$ cat config.mk
export PLATFORM = sky130hd
export DESIGN_NAME = fme_ctrl_top
export DESIGN_NICKNAME = d
export VERILOG_FILES = /design/src/hw/fme_pkg.sv /design/src/hw/fme_rd_seq.sv /design/src/hw/fme_satd_count.sv /design/src/hw/fme_stage_track.sv /design/src/hw/fme_ctrl_top.sv
export SDC_FILE = /design/constraint.sdc
export NUM_CORES = 1
export LEC_CHECK = 0
export ABC_AREA = 1
export BUFFER_PORTS_ARGS = -buffer_cell sky130_fd_sc_hd__buf_2
export CAP_MARGIN = 15
export CORE_MARGIN = 1.5
export CORE_UTILIZATION = 50
export CTS_CLUSTER_DIAMETER = 150
export DETAILED_ROUTE_END_ITERATION = 8
export GPL_TIMING_DRIVEN = 0
export PLACE_DENSITY = 0.77
export SYNTH_ARGS = -nofsm -noshare
export SYNTH_HDL_FRONTEND = slang
export SYNTH_SLANG_ARGS = --single-unit
$ cat constraint.sdc
create_clock -name clk_i -period 2.05 [get_ports clk_i]
set_clock_uncertainty 0.15 [all_clocks]
set_input_delay 0 -clock clk_i [delete_from_list [all_inputs] [get_ports clk_i]]
set_output_delay 0 -clock clk_i [all_outputs]
set_load 0.005 [all_outputs]
$ cat src/hw/fme_pkg.sv
// shared types and per-mode lookups for the FME control unit
// imported by every control module; the mode is held for a whole macroblock

package fme_pkg;

  // macroblock partition type
  typedef enum logic [1:0] {P16X16, P16X8, P8X16, P8X8} mb_type_e;

  // sub-macroblock type, only meaningful for P8X8
  typedef enum logic [1:0] {S8X8, S8X4, S4X8, S4X4} sub_type_e;

  typedef struct packed {
    mb_type_e  mb_type;
    sub_type_e sub_type;
  } fme_mode_t;

  typedef logic [1:0] cnt2_t;

  // loader command
  typedef struct packed {
    logic [4:0] rd_row;
    logic       rd_blk;
    logic       start_rd;
  } rd_cmd_t;

  // position of a pipeline stage inside the macroblock
  typedef struct packed {
    cnt2_t part;
    cnt2_t subpart;
    logic  half;
  } stage_pos_t;

  // reference rows per block, incl. interpolation margin
  localparam logic [4:0] ROWS_16 = 5'd21;
  localparam logic [4:0] ROWS_8  = 5'd13;
  localparam logic [4:0] ROWS_4  = 5'd9;

  function automatic cnt2_t parts_last(fme_mode_t mode);
    case (mode.mb_type)
      P16X16:  return 2'd0;
      P8X8:    return 2'd3;
      default: return 2'd1;
    endcase
  endfunction

  function automatic cnt2_t subparts_last(fme_mode_t mode);
    if (mode.mb_type == P8X8 && (mode.sub_type == S8X4 || mode.sub_type == S4X4)) begin
      return 2'd1;
    end
    return 2'd0;
  endfunction

  // number of 4x4 SATDs per block, minus one
  function automatic logic [2:0] satd_last(fme_mode_t mode);
    case (mode.mb_type)
      P16X16:  return 3'd7;
      P16X8:   return 3'd3;
      P8X16:   return 3'd3;
      default: return (mode.sub_type == S8X8 || mode.sub_type == S4X8) ? 3'd1 : 3'd0;
    endcase
  endfunction

endpackage

$ cat src/hw/fme_rd_seq.sv
// read sequencer of the FME control unit
// walks partitions and sub-partitions, one half-pel and one quarter-pel
// read per sub-partition, and issues the loader commands

module fme_rd_seq (
  input  logic                clk_i,
  input  logic                rst_n_i,
  input  logic                start_fme_i,
  input  fme_pkg::fme_mode_t  mode_i,
  input  logic                end_rd_i,
  input  logic                start_quar_i,
  output logic                idle_o,
  output fme_pkg::rd_cmd_t    rd_o,
  output fme_pkg::stage_pos_t rd_pos_o,
  output logic                end_onemb_o,
  output logic                update_base_o
);
  import fme_pkg::*;

  typedef enum logic [1:0] {IDLE, HALF, QUAR} state_e;

  state_e     state_q;
  state_e     state_d;
  cnt2_t      part_q;
  cnt2_t      sub_q;
  logic       start_rd_q;
  logic       end_onesub;
  logic       end_onepart;
  logic       end_onemb;
  logic [4:0] rows;
  logic       blk;

  // **************************************************************************
  // pass FSM
  // **************************************************************************
  always_ff @(posedge clk_i or negedge rst_n_i) begin
    if (!rst_n_i) begin
      state_q <= IDLE;
    end else begin
      state_q <= state_d;
    end
  end

  always_comb begin
    state_d = state_q;
    case (state_q)
      IDLE: if (start_fme_i) state_d = HALF;
      // quarter pass starts once BCS has its half-pel winner
      HALF: if (start_quar_i) state_d = QUAR;
      QUAR: if (end_onesub) state_d = end_onemb ? IDLE : HALF;
      default: state_d = IDLE;
    endcase
  end

  // one quarter read closes a sub-partition
  assign end_onesub  = (state_q == QUAR) & end_rd_i;
  assign end_onepart = end_onesub & (sub_q == subparts_last(mode_i));
  assign end_onemb   = end_onepart & (part_q == parts_last(mode_i));

  // **************************************************************************
  // partition and sub-partition counters
  // **************************************************************************
  always_ff @(posedge clk_i or negedge rst_n_i) begin
    if (!rst_n_i) begin
      part_q <= '0;
      sub_q  <= '0;
    end else begin
      if (end_onepart) begin
        part_q <= (part_q == parts_last(mode_i)) ? 2'd0 : part_q + 2'd1;
      end
      if (end_onesub) begin
        sub_q <= (sub_q == subparts_last(mode_i)) ? 2'd0 : sub_q + 2'd1;
      end
    end
  end

  // next read on new mb, on quarter start, or after a non-final quarter read
  always_ff @(posedge clk_i or negedge rst_n_i) begin
    if (!rst_n_i) begin
      start_rd_q <= 1'b0;
    end else begin
      start_rd_q <= start_fme_i | start_quar_i | (end_onesub & ~end_onemb);
    end
  end

  // rows and width of the reference window
  always_comb begin
    blk = (mode_i.mb_type == P16X16) || (mode_i.mb_type == P16X8);
    case (mode_i.mb_type)
      P16X16, P8X16: rows = ROWS_16;
      P16X8:         rows = ROWS_8;
      default:       rows = (mode_i.sub_type == S8X4 || mode_i.sub_type == S4X4) ? ROWS_4
                                                                                 : ROWS_8;
    endcase
  end

  assign rd_o          = '{rd_row: rows, rd_blk: blk, start_rd: start_rd_q};
  assign rd_pos_o      = '{part: part_q, subpart: sub_q, half: state_q == HALF};
  assign idle_o        = (state_q == IDLE);
  assign end_onemb_o   = end_onemb;
  assign update_base_o = end_onesub;

endmodule

$ cat src/hw/fme_satd_count.sv
// counts 4x4 SATD strobes and flags each finished block
// block size follows the macroblock mode

module fme_satd_count (
  input  logic               clk_i,
  input  logic               rst_n_i,
  input  fme_pkg::fme_mode_t mode_i,
  input  logic               satd_4x4_valid_i,
  output logic               satd_blk_valid_o
);
  import fme_pkg::*;

  logic [2:0] cnt_q;
  logic       last;

  // last 4x4 of the current block
  assign last = (cnt_q == satd_last(mode_i));

  always_ff @(posedge clk_i or negedge rst_n_i) begin
    if (!rst_n_i) begin
      cnt_q <= '0;
    end else if (satd_4x4_valid_i) begin
      cnt_q <= last ? 3'd0 : cnt_q + 3'd1;
    end
  end

  // block done, one cycle after its last 4x4
  always_ff @(posedge clk_i or negedge rst_n_i) begin
    if (!rst_n_i) begin
      satd_blk_valid_o <= 1'b0;
    end else begin
      satd_blk_valid_o <= satd_4x4_valid_i & last;
    end
  end

endmodule

$ cat src/hw/fme_stage_track.sv
// tracks the block position of the interpolation, SATD and BCS stages
// positions pass down the pipe on each stage's own done event;
// also gives quarter start, the MV address for BCS and end of FME

module fme_stage_track (
  input  logic                clk_i,
  input  logic                rst_n_i,
  input  logic                start_fme_i,
  input  logic                idle_i,
  input  fme_pkg::fme_mode_t  mode_i,
  input  fme_pkg::stage_pos_t rd_pos_i,
  input  logic                end_oneblk_ip_i,
  input  logic                satd_blk_valid_i,
  input  logic                best_candi_i,
  output logic                start_quar_o,
  output fme_pkg::stage_pos_t ip_pos_o,
  output fme_pkg::stage_pos_t satd_pos_o,
  output fme_pkg::stage_pos_t bcs_pos_o,
  output logic                working_mode_satd_o,
  output logic [3:0]          imv_addr_o,
  output logic                end_fme_o
);
  import fme_pkg::*;

  // stage 0 ip, 1 satd, 2 bcs
  stage_pos_t pos_q [3];
  stage_pos_t src [3];
  logic [2:0] evt;
  logic       start_quar;

  assign src[0] = rd_pos_i;
  assign src[1] = pos_q[0];
  assign src[2] = pos_q[1];
  assign evt    = {best_candi_i, satd_blk_valid_i, end_oneblk_ip_i};

  // BCS finished the half-pel decision
  assign start_quar = best_candi_i & pos_q[2].half;

  // **************************************************************************
  // stage position pipe
  // **************************************************************************
  always_ff @(posedge clk_i or negedge rst_n_i) begin
    if (!rst_n_i) begin
      for (int i = 0; i < 3; i++) begin
        pos_q[i] <= '0;
      end
    end else begin
      for (int i = 0; i < 3; i++) begin
        if (start_fme_i) begin
          // new mb, every stage begins in half pass
          pos_q[i] <= '{part: rd_pos_i.part, subpart: rd_pos_i.subpart, half: 1'b1};
        end else if (start_quar) begin
          pos_q[i].half <= 1'b0;
        end else if (evt[i] && !pos_q[i].half) begin
          pos_q[i] <= src[i];
        end
      end
    end
  end

  // **************************************************************************
  // MV address for the block under selection
  // **************************************************************************
  always_comb begin
    case (mode_i.mb_type)
      P16X16:  imv_addr_o = 4'd0;
      P16X8:   imv_addr_o = {pos_q[2].part[0], 3'b000};
      P8X16:   imv_addr_o = {pos_q[2].part, 2'b00};
      default: begin
        imv_addr_o = {pos_q[2].part, 2'b00};
        // 8x4 and 4x4 step by two per sub-partition
        if (mode_i.sub_type == S8X4 || mode_i.sub_type == S4X4) begin
          imv_addr_o[1] = pos_q[2].subpart[0];
        end
      end
    endcase
  end

  // 4xN blocks run SATD in narrow mode
  assign working_mode_satd_o = !(mode_i.mb_type == P8X8 &&
                                 (mode_i.sub_type == S4X8 || mode_i.sub_type == S4X4));

  // last decision lands after the FSM went idle
  always_ff @(posedge clk_i or negedge rst_n_i) begin
    if (!rst_n_i) begin
      end_fme_o <= 1'b0;
    end else begin
      end_fme_o <= best_candi_i & idle_i;
    end
  end

  assign start_quar_o = start_quar;
  assign ip_pos_o     = pos_q[0];
  assign satd_pos_o   = pos_q[1];
  assign bcs_pos_o    = pos_q[2];

endmodule

$ cat src/hw/fme_ctrl_top.sv
// top level of the FME control unit
// read sequencer and SATD counter side by side, stage tracker on top

module fme_ctrl_top (
  input  logic                clk_i,
  input  logic                rst_n_i,
  input  logic                start_fme_i,
  input  fme_pkg::fme_mode_t  mode_i,
  input  logic                end_rd_i,
  input  logic                end_oneblk_ip_i,
  input  logic                satd_4x4_valid_i,
  input  logic                best_candi_i,
  output fme_pkg::rd_cmd_t    rd_o,
  output logic                end_onemb_o,
  output logic                update_base_o,
  output logic                satd_blk_valid_o,
  output fme_pkg::stage_pos_t ip_pos_o,
  output fme_pkg::stage_pos_t satd_pos_o,
  output fme_pkg::stage_pos_t bcs_pos_o,
  output logic                working_mode_satd_o,
  output logic [3:0]          imv_addr_o,
  output logic                end_fme_o
);
  import fme_pkg::*;

  stage_pos_t rd_pos;
  logic       start_quar;
  logic       idle;

  fme_rd_seq u_rd_seq (
    .clk_i, .rst_n_i, .start_fme_i, .mode_i, .end_rd_i,
    .start_quar_i (start_quar),
    .idle_o       (idle),
    .rd_o,
    .rd_pos_o     (rd_pos),
    .end_onemb_o, .update_base_o
  );

  fme_satd_count u_satd_count (
    .clk_i, .rst_n_i, .mode_i, .satd_4x4_valid_i, .satd_blk_valid_o
  );

  // block-done strobe also advances the SATD stage
  fme_stage_track u_stage_track (
    .clk_i, .rst_n_i, .start_fme_i,
    .idle_i           (idle),
    .mode_i,
    .rd_pos_i         (rd_pos),
    .end_oneblk_ip_i,
    .satd_blk_valid_i (satd_blk_valid_o),
    .best_candi_i,
    .start_quar_o     (start_quar),
    .ip_pos_o, .satd_pos_o, .bcs_pos_o,
    .working_mode_satd_o, .imv_addr_o, .end_fme_o
  );

endmodule

## Word-level counts from Yosys, hierarchy flattened

Cells that the tools add are included.

| operators by class | value |
|---|---|
| add/subtract/negate cells | 3 |
| eq/ne operators | 17 |
| multiplexer cells | 34 |
| bitwise operators | 10 |
| reduce and logical (&&, ||, !) cells | 28 |

Operators with widths:

| kind | number |
|---|---|
| 2-to-1 mux 5 bit | 6 |
| 2-to-1 mux 2 bit | 10 |
| 2-to-1 mux 4 bit | 3 |
| case mux 4 bit (3 select lines) | 1 |
| equality test 2 bit, second input constant | 5 |
| case mux 5 bit (2 select lines) | 1 |
| nonzero test 3 bit | 3 |
| equality test 2 bit | 4 |
| 2-to-1 mux 1 bit | 8 |
| bitwise AND 1 bit | 7 |
| equality test 2 x 1 -> 1 bit, second input constant | 3 |
| zero test 2 bit | 3 |
| 2-to-1 mux 3 bit | 2 |
| != test 2 bit, second input constant | 3 |
| case mux 2 bit (3 select lines) | 1 |
| case mux 3 bit (2 select lines) | 1 |
| AND reduction 2 bit | 3 |
| nonzero test 2 bit | 3 |
| logical AND 1 bit | 5 |
| adder 2 x 1 -> 2 bit, second input constant | 2 |
| zero test 1 bit | 4 |
| logical OR 1 bit | 4 |
| case mux 2 bit (2 select lines) | 1 |
| OR reduction 2 bit | 2 |
| other kinds (6) | 7 |

| word-level totals | value |
|---|---|
| register bits | 27 |
| bits of input ports | 11 |
| output and inout bits | 31 |

## Longest topological paths before layout

| depth | value |
|---|---|
| depth after elaboration | 11 |
| mapped depth | 8 |
| depth with buffers taken out | 7 |

## Modules after synthesis

A second synthesis with hierarchy kept.

| second synthesis, totals | value |
|---|---|
| cell total of the unflattened synthesis | 224 |
| area, all modules | 1594.0 um^2 |

Modules (own cells, without submodules):

| module | times used | cells each | area each (um^2) |
|---|---|---|---|
| fme_stage_track | 1 | 112 | 842.1 |
| fme_rd_seq | 1 | 73 | 493.0 |
| fme_satd_count | 1 | 39 | 259.0 |

## Worst setup path before layout

OpenSTA, ideal clock, no wires.

| timing path | value |
|---|---|
| kind | reg2reg |
| start point | reg u_rd_seq.state_q[0] |
| end point | reg u_rd_seq.part_q[1] |
| library setup time | 65 ps |
| arrival time | 1041 ps |
| required time | 1835 ps |
| setup slack | 794 ps |
| cell stages (with the launch flop) | 7 |
| path buffers | 0 |
| clock period less this slack | 1256 ps |
| path through | dfrtp_1 > inv_2 > nand3_2 > nor2_2 > nand3_4 > or2_1 > nand2_1 |

| between the ends | value |
|---|---|
| word-level cells in the longest chain between the ends | 3 |

RTL lines:

| element | line | source |
|---|---|---|
| start, declared | fme_rd_seq.sv:22 | `state_e state_q;` |
| start signal, assigned | fme_rd_seq.sv:40 | `state_q <= state_d;` |
| equality test 2 bit | fme_rd_seq.sv:56 | `assign end_onesub = (state_q == QUAR) & end_rd_i;` |
| bitwise AND 1 bit | fme_rd_seq.sv:56 |  |
| bitwise AND 1 bit | fme_rd_seq.sv:57 | `assign end_onepart = end_onesub & (sub_q == subparts_last(mode_i));` |
| end signal, assigned | fme_rd_seq.sv:69 | `part_q <= (part_q == parts_last(mode_i)) ? 2'd0 : part_q + 2'd1;` |
| end, declared | fme_rd_seq.sv:24 | `cnt2_t part_q;` |

Every way passes these cells.
A chain may end at the register's enable or synchronous reset.

## Final worst setup path

| timing path | value |
|---|---|
| start point | in mode_i[3] (netlist bit) |
| end point | out end_onemb_o |

| between the ends | value |
|---|---|
| word-level cells in the longest chain between the ends | 7 |
| elaborated cells on any way between the ends | 10 |

RTL lines:

| element | line | source |
|---|---|---|
| start, declared | fme_ctrl_top.sv:8 | `input fme_pkg::fme_mode_t mode_i,` |
| equality test 2 bit | fme_pkg.sv:39, fme_pkg.sv:47 |  |
| logical AND 1 bit | fme_pkg.sv:47 | `if (mode.mb_type == P8X8 && (mode.sub_type == S8X4 \|\| mode.sub_type == S4X4)) begin` |
| 2-to-1 mux 1 bit | fme_pkg.sv:47 |  |
| 2-to-1 mux 2 bit | fme_pkg.sv:50 | `return 2'd0;` |
| equality test 2 bit | fme_rd_seq.sv:57 |  |
| bitwise AND 1 bit | fme_rd_seq.sv:57 |  |
| bitwise AND 1 bit * | fme_rd_seq.sv:58 | `assign end_onemb = end_onepart & (part_q == parts_last(mode_i));` |
| end, declared | fme_ctrl_top.sv:14 | `output logic end_onemb_o,` |

Mark *: on every way between the ends. The rest lies on a longest branch, timed or not.

==> impl_metrics.toml <==
[timing]
tns_ns = 0
finalWorstSetupSlack_ns = 0.131
period_share_pct = 93.6
max_clock_freq_mhz = 521
hold_slack_ns = 0.0137
worst_slew_pin_slew_ns = 0.588
slew_viol_final = 0
rsz0062_at_grt = "false"
timing.slew.headroom_pct = 60.8
finalHoldViolCount = 0
min_period_ns = 1.92
setup_viol = 0

[hold_path]
whs_endpoint = "u_rd_seq.part_q[0]"
hold_depth = 5
hp-start = "mode_i[0]"
min_path_type = "input port to register"

[synthesis]
yosysWarnings = 0
yosysTopAreaCell = "dfrtp_1"
synthArstFlopShare_pct = 100
seq_area_frac_synth_pct = 46.6
syn_inst = 184
synth_flop_cell = "dfrtp_1"
ys_types = 31
avgSynthCellArea_um2 = 7.88
synth_area_um2 = 1450
synth_top_area_share_pct = 46.6
synth_area_leaders = "dfrtp_1 47%, nand2_1 13%, nand3_1 6.2%"
synthTopCellsByCount = "52 x nand2_1, 27 x dfrtp_1, 21 x inv_1"
ys_ff_latch = 27
synth_edf_count = 0
yosys.cell_count.top_type = "nand2_1"

[setup_path]
cp_slowest_cell = "dlygate4sd3_1"
start_kind = "input port"
reg2reg_depth = 7
path_buf_inv = 4
r2r_slack_ns = 0.31
endpoint_kind = "output port"
critPathRequiredTime_ns = 1.90
crit-reg2reg-launch = "u_satd_count.cnt_q[0]"
worstPathCellList = "dlygate4sd3_1 > buf_6 > nand3_2 > dlygate4sd3_1 > nand2_2 > nand3_4 > nor2_1 > buf_2"
cp_top_family = "buffers and inverters"
worstSetupPathType = "input port to output port"
cp.arrival_ns = 1.77
r2r-end = "u_satd_count.cnt_q[2]"
crit_top_cell = "dlygate4sd3_1"
max_stage_delay_ns = 0.58
crit_fanout = 5

[drt]
dr.pass1.iters = 4
postRouteAntennaNets = 0
num_vias = 1329
drt_iter0_drc = 65
wl_um = 3140
drcViolationCount = 0
vias_per_cell = 4.92
wl_per_cell_um = 11.6

[floorplan]
die_h_um = 56.9
die_area_um2 = 3230
core_um2 = 2760
row_count = 19
dieWidth_um = 56.9
pin_count = 42
start_util_pct = 52.6

[placed_design]
place.gp.congestion = 0.794
io_buffers = 37
placed_area_um2 = 1680
pre_cts_slack_ns = 0.705
dp_hpwl_um = 2240

[finish]
antenna_cells = 0
final_area_um2 = 1830
nFillCells = 241
seq_area_um2 = 676
drive_gt1_share_pct = 27.6
multi_input_area_um2 = 619
nets = 252
final_util_pct = 66.5
synthToLayoutAreaGrowth_pct = 26.4

[global_route]
overflow = 0
grt_pass1_wl_um = 5420
grt_pass1_vias = 1287
grt_start_max_net_pins = 28
grt_use_total_pct = 21.5
antenna_found_initial = 0

[pwr]
p_comb_share_pct = 37.5
power.switching_uw = 714
power_switching_share_pct = 39.7
ir_drop_v = 0.000849
power_density_nw_per_um2 = 982
p_leak_uw = 0.000992
internal-power_uw = 1090
power_frac_clock_pct = 13.4
p_seq_share_pct = 49.1

[flow_run]
maxCapViolations = 0

[clocking]
root_buffer = "clkbuf_4"
numCtsBuffers = 3
clk_latency_ns = 0.33
clockBufferDepth = 2
cts_tree = "built"
cts_htree_levels = 1
cts.clk_slew.worst_paths_ns = 0.15
clkSinkCount = 27

[outcome]
status = "finished clean"
-- flip-flops by register name, indices dropped and copies added, names as in the netlist --
name and count:
u_rd_seq.state_q 2, u_stage_track.ip_pos_o 5, u_rd_seq.start_rd_q 1, u_stage_track.satd_pos_o 5, u_rd_seq.sub_q 2, u_satd_count.cnt_q 3
u_rd_seq.part_q 2, u_stage_track.end_fme_o 1, u_stage_track.bcs_pos_o 5, u_satd_count.satd_blk_valid_o 1
-- area by class of cell --
type / instances / area share [%]
flip-flops and latches: 27 / 36.9
multi-input cells: 124 / 33.8
repair buffers: 50 / 16.9
inverters: 25 / 5.12
plain buffers: 9 / 3.55
well taps: 31 / 2.12
clock buffers: 3 / 1.23
clock inverters: 1 / 0.410
-- cell families after synthesis --
family	synth area share, %
xor gates and xnor gates	0.604
DFF	46.6
adders and majority gates	0.863
and+or+nand+nor	31.8
buffers and inverters	11.0
AOI/OAI and AO/OA	8.71
other	0.518
-- layout by cell type, fill, tap and decap left out, types with 4 or more instances in the layout --
| master | count |
|---|---|
| inv_2 | 4 |
| buf_4 | 8 |
| nor2_1 | 11 |
| o21ai_0 | 9 |
| buf_2 | 38 |
| nand2_1 | 52 |
| inv_1 | 21 |
| dlygate4sd3_1 | 11 |
| o21ai_1 | 5 |
| nand3_1 | 18 |
| dfrtp_1 | 27 |
-- worst max path at each step --
stage,startpoint,to,slack [ns],cells after the start
3_3_place_gp,u_rd_seq.state_q[0],u_rd_seq.part_q[1],0.72,6
2_1_floorplan,u_rd_seq.state_q[0],u_rd_seq.part_q[1],0.79,6
6_report,mode_i[3],end_onemb_o,0.13,8
4_1_cts,mode_i[3],end_onemb_o,0.08,8
3_5_place_dp,u_rd_seq.state_q[0],u_rd_seq.state_q[0],0.70,6
5_1_grt,mode_i[3],end_onemb_o,0.04,8
-- layer usage --
metal,track usage (%),up-vias,share of wire [%]
li1,-,688,-
met1,26.0,602,45
met2,38.4,32,49
met3,4.15,7,4.3
met4,6.64,0,1.4
met5,0,-,0
-- stage by stage --
step / total power [uW] / instances
4_1_cts: 1800 / 268
3_3_place_gp: 1530 / 253
3_5_place_dp: 1540 / 253
6_report: 1800 / 270
5_1_grt: 1960 / 270
2_1_floorplan: 1290 / 185
-- power by group through the flow --
stage / logic (uW) / registers, uW / clock network (uW)
after floorplan: 427 / 868 / 0
after global placement: 637 / 890 / 0
after detailed placement: 650 / 893 / 0
after CTS: 670 / 882 / 249
after global routing: 775 / 915 / 267
final: 675 / 885 / 241
-- what timing repair did --
action / in CTS / in global routing
buffers inserted: 0 / 2
endpoints found under the setup margin: 0 / 1
hold buffers: 11 / 0
resized for setup: 0 / 0
endpoints found under the hold margin: 51 / 0
-- worst min-delay path: cells and delay by family --
| kind | cells | cell delay, ns |
|---|---|---|
| compound gates | 1 | 0.05 |
| buf+inv | 1 | 0.13 |
| simple gates | 3 | 0.29 |
Note: power is estimated with default switching activity, not from simulation.
